$ cat src/common/videoPkg.sv
////////////////////
// Video shared definitions
// Beam coordinates, colours and timing PROM words
////////////////////

package videoPkg;

    // Beam and object coordinates
    localparam int coordW = 8;
    typedef logic [coordW-1:0] coordT;

    // Pixel colour index
    localparam int colorW = 4;         // 16 colours
    typedef logic [colorW-1:0] colorT; // 0 is background or transparent

    // Timing PROM, 256 x 4
    localparam int promAddrW = 8;
    localparam int promDataW = 4;
    typedef logic [promAddrW-1:0] promAddrT; // {hb, h[7:1]}
    typedef logic [promDataW-1:0] promDataT; // Bit 1 steps the line counter

    // Object footprint
    localparam int objSize = 8; // Square, in pixels

endpackage
$ cat src/rtl/videoTop.sv
////////////////////
// Video top level
// Timing, object matcher bank and mixer
////////////////////

`timescale 1ns/1ps

module videoTop #(
    parameter int NumObj  = 4,
    parameter int HTotal  = 192,
    parameter int HActive = 128,
    parameter int VActive = 96,
    localparam int SelW   = (NumObj > 1) ? $clog2(NumObj) : 1
) (
    input  logic               clk,
    input  logic               rstN,
    input  logic               pxlCen,
    input  logic               flipN,
    input  videoPkg::promAddrT promAddr,  // PROM programming
    input  logic               promWe,
    input  videoPkg::promDataT promDin,
    input  logic               objWe,     // Object load
    input  logic [SelW-1:0]    objSel,
    input  videoPkg::coordT    objX,
    input  videoPkg::coordT    objY,
    input  videoPkg::colorT    objColor,
    output videoPkg::coordT    h,
    output videoPkg::coordT    v,
    output logic               hb,
    output logic               hbdN,
    output logic               vb,
    output videoPkg::colorT    pixColor,
    output videoPkg::coordT    pixH,
    output videoPkg::coordT    pixV,
    output logic               pixBlank
);
    import videoPkg::*;

    logic [NumObj-1:0]        objWeVec; // Decoded load strobes
    logic [NumObj-1:0]        hitVec;
    logic [NumObj*colorW-1:0] colorVec;
    logic                     blank;

    videoTiming #(
        .HTotal  (HTotal),
        .HActive (HActive),
        .VActive (VActive)
    ) u_videoTiming (
        .clk        (clk),
        .rstN       (rstN),
        .pxlCen     (pxlCen),
        .flipN      (flipN),
        .promWe     (promWe),
        .promWrAddr (promAddr),
        .promDin    (promDin),
        .h          (h),
        .v          (v),
        .hb         (hb),
        .hbdN       (hbdN),
        .vb         (vb)
    );

    assign blank = hb | vb;

    for (genvar i = 0; i < NumObj; i++) begin : gObj
        assign objWeVec[i] = objWe && (objSel == SelW'(i));

        objectMatch u_objectMatch (
            .clk      (clk),
            .rstN     (rstN),
            .pxlCen   (pxlCen),
            .we       (objWeVec[i]),
            .x        (objX),
            .y        (objY),
            .color    (objColor),
            .h        (h),
            .v        (v),
            .hit      (hitVec[i]),
            .hitColor (colorVec[i*colorW +: colorW])
        );
    end

    pixelMixer #(
        .NumObj (NumObj)
    ) u_pixelMixer (
        .clk      (clk),
        .rstN     (rstN),
        .pxlCen   (pxlCen),
        .hitVec   (hitVec),
        .colorVec (colorVec),
        .h        (h),
        .v        (v),
        .blank    (blank),
        .pixColor (pixColor),
        .pixH     (pixH),
        .pixV     (pixV),
        .pixBlank (pixBlank)
    );

endmodule

$ cat src/rtl/pixelMixer.sv
////////////////////
// Pixel mixer
// Lowest index hit wins, blanking, output register
////////////////////

`timescale 1ns/1ps

module pixelMixer #(
    parameter int NumObj = 4
) (
    input  logic                               clk,
    input  logic                               rstN,
    input  logic                               pxlCen,
    input  logic [NumObj-1:0]                  hitVec,   // One bit per matcher
    input  logic [NumObj*videoPkg::colorW-1:0] colorVec,
    input  videoPkg::coordT                    h,
    input  videoPkg::coordT                    v,
    input  logic                               blank,
    output videoPkg::colorT                    pixColor,
    output videoPkg::coordT                    pixH,     // Beam position of pixColor
    output videoPkg::coordT                    pixV,
    output logic                               pixBlank
);
    import videoPkg::*;

    coordT hD;        // Beam delayed to match the matchers
    coordT vD;
    logic  blankD;
    colorT selColor;

    // Priority select, index 0 highest
    always_comb begin
        selColor = '0;
        for (int i = NumObj - 1; i >= 0; i--) begin
            if (hitVec[i]) selColor = colorVec[i*colorW +: colorW];
        end
    end

    always_ff @(posedge clk) begin
        if (pxlCen) begin
            hD   <= h;
            vD   <= v;
            pixH <= hD;
            pixV <= vD;
        end
    end

    always_ff @(posedge clk) begin
        if (!rstN) begin
            blankD   <= 1'b0;
            pixBlank <= 1'b0;
            pixColor <= '0;
        end else if (pxlCen) begin
            blankD   <= blank;
            pixBlank <= blankD;
            pixColor <= blankD ? '0 : selColor; // Black during blank
        end
    end

endmodule

$ cat src/rtl/objectMatch.sv
////////////////////
// Object matcher
// One 8x8 solid object, hit test against beam
////////////////////

`timescale 1ns/1ps

module objectMatch (
    input  logic            clk,
    input  logic            rstN,
    input  logic            pxlCen,
    input  logic            we,        // Load position and colour
    input  videoPkg::coordT x,
    input  videoPkg::coordT y,
    input  videoPkg::colorT color,
    input  videoPkg::coordT h,         // Beam, already flipped
    input  videoPkg::coordT v,
    output logic            hit,       // Valid one strobe after the beam
    output videoPkg::colorT hitColor
);
    import videoPkg::*;

    coordT xReg;     // Top left corner
    coordT yReg;
    colorT colorReg; // 0 disables the object
    coordT dx;
    coordT dy;
    logic  inX;
    logic  inY;

    // Object registers
    always_ff @(posedge clk) begin
        if (!rstN) begin
            colorReg <= '0;
        end else if (we) begin
            colorReg <= color;
        end
    end

    always_ff @(posedge clk) begin
        if (we) begin
            xReg <= x;
            yReg <= y;
        end
    end

    // Offsets into the square, no wrap past the screen edge
    assign dx  = h - xReg;
    assign dy  = v - yReg;
    assign inX = (h >= xReg) && (dx < coordT'(objSize));
    assign inY = (v >= yReg) && (dy < coordT'(objSize));

    always_ff @(posedge clk) begin
        if (!rstN) begin
            hit      <= 1'b0;
            hitColor <= '0;
        end else if (pxlCen) begin
            hit      <= inX && inY && (colorReg != '0);
            hitColor <= colorReg;
        end
    end

endmodule

$ cat src/timing/videoTiming.sv
////////////////////
// Video timing generator
// H/V counters, blanking, flip, PROM line step
////////////////////

`timescale 1ns/1ps

module videoTiming #(
    parameter int HTotal  = 192, // Pixel enables per line
    parameter int HActive = 128, // Visible pixels
    parameter int VActive = 96   // Visible lines
) (
    input  logic               clk,
    input  logic               rstN,
    input  logic               pxlCen,     // One strobe per pixel
    input  logic               flipN,      // Low flips the screen
    input  logic               promWe,
    input  videoPkg::promAddrT promWrAddr,
    input  videoPkg::promDataT promDin,
    output videoPkg::coordT    h,
    output videoPkg::coordT    v,
    output logic               hb,
    output logic               hbdN,       // Low once hb is a full group old
    output logic               vb
);
    import videoPkg::*;

    coordT    hCnt;       // Raw counts, never flipped
    coordT    vCnt;
    logic     flip;
    logic     hbLatch;    // hb seen at end of an 8 pixel group
    logic     vupL;       // Previous PROM bit 1
    logic     vupEdge;
    promAddrT promRdAddr;
    promDataT promRdData;

    assign flip = ~flipN;

    // Horizontal counter
    always_ff @(posedge clk) begin
        if (!rstN) begin
            hCnt <= '0;
        end else if (pxlCen) begin
            if (int'(hCnt) == HTotal - 1) begin
                hCnt <= '0; // End of line
            end else begin
                hCnt <= hCnt + 1'b1;
            end
        end
    end

    assign hb = int'(hCnt) >= HActive;

    // Delayed blank
    always_ff @(posedge clk) begin
        if (!rstN) begin
            hbLatch <= 1'b0;
        end else if (pxlCen) begin
            if (!hb) begin
                hbLatch <= 1'b0;
            end else if (&hCnt[2:0]) begin
                hbLatch <= 1'b1; // Whole group spent in blank
            end
        end
    end

    assign hbdN = ~(hbLatch & hb); // Drops with hb at line wrap

    // PROM lookup, data follows one clk later
    assign promRdAddr = {hb, hCnt[coordW-1:1]};

    timingProm u_timingProm (
        .clk    (clk),
        .rstN   (rstN),
        .we     (promWe),
        .wrAddr (promWrAddr),
        .din    (promDin),
        .rdAddr (promRdAddr),
        .q      (promRdData)
    );

    // Line counter steps on rising PROM bit 1
    assign vupEdge = promRdData[1] & ~vupL;

    always_ff @(posedge clk) begin
        if (!rstN) begin
            vupL <= 1'b0;
            vCnt <= '0;
        end else if (pxlCen) begin
            vupL <= promRdData[1];
            if (vupEdge) vCnt <= vCnt + 1'b1; // Wraps at 256
        end
    end

    assign vb = int'(vCnt) >= VActive;

    // Flip leaves the pixel-within-group bits alone
    assign h = {hCnt[coordW-1:3] ^ {(coordW-3){flip}}, hCnt[2:0]};
    assign v = vCnt ^ {coordW{flip}};

endmodule

$ cat src/rtl/timingProm.sv
////////////////////
// Timing PROM
// 256 x 4 with write port and registered read
////////////////////

`timescale 1ns/1ps

module timingProm (
    input  logic               clk,
    input  logic               rstN,
    input  logic               we,     // Programming strobe
    input  videoPkg::promAddrT wrAddr,
    input  videoPkg::promDataT din,
    input  videoPkg::promAddrT rdAddr,
    output videoPkg::promDataT q       // One clk after rdAddr
);
    import videoPkg::*;

    promDataT mem [2**promAddrW]; // Per-line timing pattern

    always_ff @(posedge clk) begin
        if (!rstN) begin
            for (int i = 0; i < 2**promAddrW; i++) begin
                mem[i] <= '0; // Blank pattern, no vertical steps
            end
            q <= '0;
        end else begin
            if (we) mem[wrAddr] <= din;
            q <= mem[rdAddr];
        end
    end

endmodule

$ cat config.mk
export PLATFORM = sky130hd
export DESIGN_NAME = videoTop
export DESIGN_NICKNAME = d
export VERILOG_FILES = /design/src/common/videoPkg.sv /design/src/rtl/videoTop.sv /design/src/rtl/pixelMixer.sv /design/src/rtl/objectMatch.sv /design/src/timing/videoTiming.sv /design/src/rtl/timingProm.sv
export SDC_FILE = /design/constraint.sdc
export NUM_CORES = 1
export LEC_CHECK = 0
export BUFFER_PORTS_ARGS = -buffer_cell sky130_fd_sc_hd__buf_4
export CORE_AREA = 2 2 290 292
export CTS_CLUSTER_DIAMETER = 60
export DETAILED_ROUTE_END_ITERATION = 8
export DIE_AREA = 0 0 292 294
export PLACE_DENSITY = 0.87
export SLEW_MARGIN = 20
export SYNTH_ARGS = -nofsm -noshare
export SYNTH_HDL_FRONTEND = slang
export SYNTH_HIERARCHICAL = 1
export SYNTH_SLANG_ARGS = --single-unit
$ cat constraint.sdc
create_clock -name clk -period 8.1 [get_ports clk]
set_input_delay 0.405 -clock clk [delete_from_list [all_inputs] [get_ports clk]]
set_output_delay 0.405 -clock clk [all_outputs]
set_load 0.01 [all_outputs]
# ---- After elaboration in Yosys (flattened, before gate mapping)
# Memory sizes are Yosys's and may differ from the RTL's. A register that Yosys moved wholly into a read port is not among the register bits.
# Cells that the tools add are included.
dict set report word_totals {
  reg_bits 156
  ramBits 1024
  elab_cells 118
  mem_count 1
}
# name words word_bits read_ports rd_clocked_by_memory_dff wr line
set memory_table {}
lappend memory_table {u_videoTiming.u_timingProm.mem 256 4 1 1 256 timingProm.sv:19} ;# promDataT mem [2**promAddrW];
dict set report classes {
  add_sub_neg 10
  magnitude_cmp 18
  n_eq_ne 5
  n_mux 15
  n_bitwise 8
  reduce_logical 30
}
# cell count
set op_table {}
lappend op_table {{8-bit greater-or-equal comparator} 8}
lappend op_table {{8-bit by 4-bit < comparator with 1-bit output, second input constant} 8}
lappend op_table {{8-bit subtractor} 8}
lappend op_table {{4-bit two-way mux} 6}
lappend op_table {{1-bit logical AND} 20}
lappend op_table {{8-bit by 1-bit adder with 8-bit output, second input constant} 2}
lappend op_table {{8-bit two-way mux} 2}
lappend op_table {{4-bit nonzero test} 4}
lappend op_table {{8-bit equality test, second input constant} 1}
lappend op_table {{8-bit by 7-bit greater-or-equal comparator with 1-bit output, second input constant} 1}
lappend op_table {{8-bit greater-or-equal comparator, second input constant} 1}
lappend op_table {{8-bit XOR} 1}
lappend op_table {{1-bit two-way mux} 7}
lappend op_table {{5-bit XOR} 1}
lappend op_table {{2-bit equality test, second input constant} 2}
lappend op_table {{2-bit AND reduction} 2}
lappend op_table {{4-bit OR reduction} 1}
lappend op_table {{1-bit NOT} 3}
lappend op_table {{3-bit AND reduction} 1}
lappend op_table {{1-bit bitwise AND} 2}
lappend op_table {{2-bit by 1-bit equality test with 1-bit output, second input constant} 1}
lappend op_table {{2-bit zero test} 1}
lappend op_table {{2-bit by 1-bit inequality test with 1-bit output, second input constant} 1}
lappend op_table {{1-bit zero test} 1}
lappend op_table {{1-bit OR} 1}

# ---- Logic depth before layout (Yosys ltp)
dict set report logic_depth {
  ltp_word 7
  ltp_mapped 12
  mapped_depth_nobuf 10
}

# ---- Hierarchy
# The synthesis kept the hierarchy.
# mod instances cells_each area_per_inst_um2 seq_area_each_um2
set by_module_without_submodules {}
lappend by_module_without_submodules {timingProm 1 3696 49257.2 30829.6}
lappend by_module_without_submodules {objectMatch 4 142 1473.9 660.6}
lappend by_module_without_submodules {pixelMixer 1 73 1333.8 1081.0}
lappend by_module_without_submodules {videoTiming 1 116 1034.7 360.3}
lappend by_module_without_submodules {videoTop 1 5 43.8 0.0}

# ---- Least setup slack after synthesis
# OpenSTA, ideal clock, no wires.
dict set report synth_timing {
  path_type {input to register}
  startpoint {input flipN}
  endpoint {register gObj[0].u_objectMatch.hit}
  setup_ns 0.073
  t_arrival_ns 3.038
  required_ns 8.027
  path_slack_ns 4.988
  stages 11
  cell_sequence {clkbuf_1 buf_2 xnor2_1 ha_1 a21oi_1 o22ai_1 or4_1 a21oi_1 o211ai_1 or4_1 o22ai_2}
}
dict set report synth_between {
  elab_chain_cells 7
}
# element line
set synth_lines {}
lappend synth_lines {{start: declaration} videoTop.sv:18} ;# input logic flipN,
lappend synth_lines {{1-bit NOT (*)} videoTiming.sv:37} ;# assign flip = ~flipN;
lappend synth_lines {{5-bit XOR (*)} videoTiming.sv:98} ;# assign h = {hCnt[coordW-1:3] ^ {(coordW-3){flip}}, hCnt[2:0]};
lappend synth_lines {{net h[6]} videoTop.sv:27} ;# output videoPkg::coordT h,
lappend synth_lines {{8-bit subtractor} objectMatch.sv:48} ;# assign dx = h - xReg;
lappend synth_lines {{8-bit by 4-bit < comparator with 1-bit output} objectMatch.sv:50} ;# assign inX = (h >= xReg) && (dx < coordT'(objSize));
lappend synth_lines {{1-bit logical AND (*)} objectMatch.sv:50}
lappend synth_lines {{1-bit logical AND (*) (2 in series)} objectMatch.sv:58} ;# hit <= inX && inY && (colorReg != '0);
lappend synth_lines {{end signal: assignment} objectMatch.sv:58}
lappend synth_lines {{end: declaration} objectMatch.sv:18} ;# output logic hit,
# Mark *: on every way through the listed nets, which the timed path passes. The rest lies on a longest branch.
# A chain may end at the register's enable or synchronous reset.

# ---- Worst setup path after layout
dict set report layout_timing {
  startpoint {register u_videoTiming.hCnt[6]}
  endpoint {register gObj[2].u_objectMatch.hit}
}
dict set report layout_between {
  elab_chain_cells 6
}
# element line
set layout_lines {}
lappend layout_lines {{start: declaration} videoTiming.sv:28} ;# coordT hCnt;
lappend layout_lines {{start signal: assignment} videoTiming.sv:47} ;# hCnt <= hCnt + 1'b1;
lappend layout_lines {{5-bit XOR (*)} videoTiming.sv:98}
lappend layout_lines {{8-bit subtractor} objectMatch.sv:48}
lappend layout_lines {{8-bit by 4-bit < comparator with 1-bit output} objectMatch.sv:50}
lappend layout_lines {{1-bit logical AND (*)} objectMatch.sv:50}
lappend layout_lines {{1-bit logical AND (*) (2 in series)} objectMatch.sv:58}
lappend layout_lines {{end signal: assignment} objectMatch.sv:58}
lappend layout_lines {{end: declaration} objectMatch.sv:18}
# Mark *: on every way between the ends. The rest lies on a longest branch, timed or not.

==> impl_metrics.py <==
metrics = {
    "status": {
        "run_status": "completed",
    },
    "setup_path": {
        "worstSetupPathDepth": 9,
        "regToRegStartpoint": "u_videoTiming/hCnt[6]",
        "critical_path_buffer_and_inverter_count": 0,
        "worstPathCellList": "xnor2_1, ha_1, nand3b_1, o22ai_1, or4_1, a21oi_1, o211ai_1, or4_1, o22ai_2",
        "worst_setup_path_startpoint": "u_videoTiming/hCnt[6]",
        "crit_top_cell": "or4_1",
        "slowest_stage": "xnor2_1",
        "crit_path_start_kind": "flop",
        "critical_path.max_fanout": 16,
        "worst-r2r-cell-count": 9,
        "critical_path.max_stage_delay_ns": 0.73,
        "worst_setup_path_end_kind": "flop",
        "cp.arrival_ns": 3.94,
        "worst-endpoint-required_ns": 8.57,
        "crit_type": "reg2reg",
        "timing.critical_path.max_delay_family": "simple AND/OR/NAND/NOR gates",
    },
    "die": {
        "io_pins": 80,
        "fp-row-count": 106,
        "die_x_um": 292,
        "core_area_mm2": 0.0829,
        "floorplan.initialDensity_pct": 28.5,
        "chipHeight_um": 294,
        "dieArea_mm2": 0.0858,
    },
    "worst_hold_path": {
        "hold_class": "in2reg",
        "hold_depth": 1,
        "hp-start": "objY[2]",
    },
    "timing": {
        "timing.final.hold_violations": 0,
        "slew_headroom_pct": 22.2,
        "worst_slew_pin_slew_ns": 1.17,
        "report.final.setup_viol": 0,
        "post-route-period-util_pct": 42.8,
        "timing.clock.skew_ns": 0.0328,
        "tns_ns": 0,
        "fin_crit_ns": 3.47,
        "timing.final.max_slew_violations": 0,
        "rsz0062_at_grt": "false",
        "max_freq_mhz": 288,
    },
    "clock_network": {
        "cts_tree": "yes",
        "post_cts_hold_buffer_count": 0,
        "ctsResizeCount": 0,
        "largest_buffer_count_on_any_clock_path": 3,
        "maximum_level_of_the_cts_h_tree": 2,
        "cts_num_sinks": 413,
        "clock_latency_ns": 0.57,
        "cts.clk_slew.worst_paths_ns": 0.07,
        "cts_post_setup_buffers_inserted": 0,
        "clock_tree.root_cell": "clkbuf_16",
        "tritoncts.num_buffers": 40,
    },
    "synthesis": {
        "synthesis.yosys.warnings": 6,
        "synth_area_per_cell_um2": 9.74,
        "synth_cells": 2425,
        "post_synth_instance_area_mm2": 0.0236,
        "mappedNetlistNets": 2534,
    },
    "grt": {
        "initial_antenna_violation_count": 0,
        "grtUsageTotal_pct": 11.7,
        "pin_count_of_the_biggest_net_entering_global_routing": 145,
        "grt-ovfl-total": 0,
        "grt_pass1_vias": 15700,
        "grt_pass1_wl_um": 81900,
    },
    "job": {
        "drv_cap": 0,
    },
    "detailed_routing": {
        "drt.antenna.violating_nets": 0,
        "dr_total_vias": 16800,
        "drt-wirelength-per-cell_um": 16.1,
        "post-route-drc-count": 0,
        "number_of_iterations_in_the_first_detailed_routing_pass": 5,
        "detail_route.vias_per_cell": 5.11,
        "drt-initial-drc-count": 1653,
        "postRouteWirelength_um": 52800,
    },
    "pwr": {
        "peakVddDrop_mv": 0.140,
        "power.net_switching_mw": 1.16,
        "p_int_mw": 3.53,
        "switching_share_pct": 24.8,
        "static-leakage-power_nw": 10.1,
        "total_power_per_unit_cell_area_mw_per_mm2": 184,
        "pwr-share-seq_pct": 52.0,
        "pwr-share-comb_pct": 10.7,
        "p_clk_share_pct": 37.3,
    },
    "final_layout": {
        "design.final.nets": 2296,
        "design_area_mm2": 0.0255,
        "regArea_mm2": 0.0118,
        "layout-area-overhead-vs-synth_pct": 7.74,
        "drive_gt1_share_pct": 11.6,
        "n_fill_cell": 8088,
        "total_area_of_multi_input_combinational_cells_mm2": 0.00993,
        "fraction_of_the_core_area_covered_by_cells_at_the_end_of_the_flow_pct": 30.7,
    },
    "place": {
        "port_buffers": 76,
        "post_placement_cell_area_mm2": 0.0242,
        "gp_routability_congestion": 0.906,
        "detailed_place_hpwl_um": 34200,
    },
}
## layout by cell type, fill, tap and decap left out, drive strengths merged, types with 42 or more instances in the layout
master	count
dfxtp	61
a21oi	55
nor2b	65
mux4	42
nand2	552
ha	69
clkbuf	49
and3	259
mux2i	91
buf	112
inv	87
edfxtp	352
nor2	64
## sequential cells by signal, indices dropped and copies added (netlist names), 16 cells and up
name and flops:
u_videoTiming/u_timingProm/mem 256, gObj.u_objectMatch/xReg 32, gObj.u_objectMatch/yReg 32, gObj.u_objectMatch/colorReg 16, gObj.u_objectMatch/hitColor 16
## layer usage
metal  vias up  track usage, %  share of wire (%)
li1       7817               -                  -
met1      7995            15.0                 40
met2       887            19.9                 48
met3       104            2.11                 10
met4         0            3.57                2.5
met5         -               0                  0
## worst paths after layout
| path | endpoint | slack [ns] |
|---|---|---|
| max | gObj[2].u_objectMatch/hit | 4.63 |
| min | gObj[2].u_objectMatch/yReg[2] | 0.07 |
| max reg2reg | gObj[2].u_objectMatch/hit | 4.63 |
| min reg2reg | u_pixelMixer/pixV[7] | 0.42 |
## stage by stage
step	cells	hold slack [ns]	setup WS [ns]	total power, mW
after floorplan	2425	0.400	4.99	2.85
after global placement	3224	0.402	4.88	2.94
after detailed placement	3224	0.405	4.82	2.97
after CTS	3288	0.0496	4.81	4.70
after global routing	3289	0.0591	4.60	4.84
final	3290	0.0680	4.63	4.69
## cell type report
class,instances,area share [%]
repair buffers,113,3.39
well taps,1080,5.31
clock inverters,16,0.526
diodes,1,0.00983
flip-flops and latches,413,46.3
clock buffers,48,4.13
inverters,87,1.28
multi-input cells,1532,39.0
## power by group through the flow
stage	sequential, mW	clock [mW]	combinational (mW)
after floorplan	2.47	0	0.377
after global placement	2.48	0	0.465
after detailed placement	2.49	0	0.485
after CTS	2.44	1.77	0.491
after global routing	2.45	1.85	0.542
final	2.44	1.75	0.501
Power figures use the tool's default switching activity.
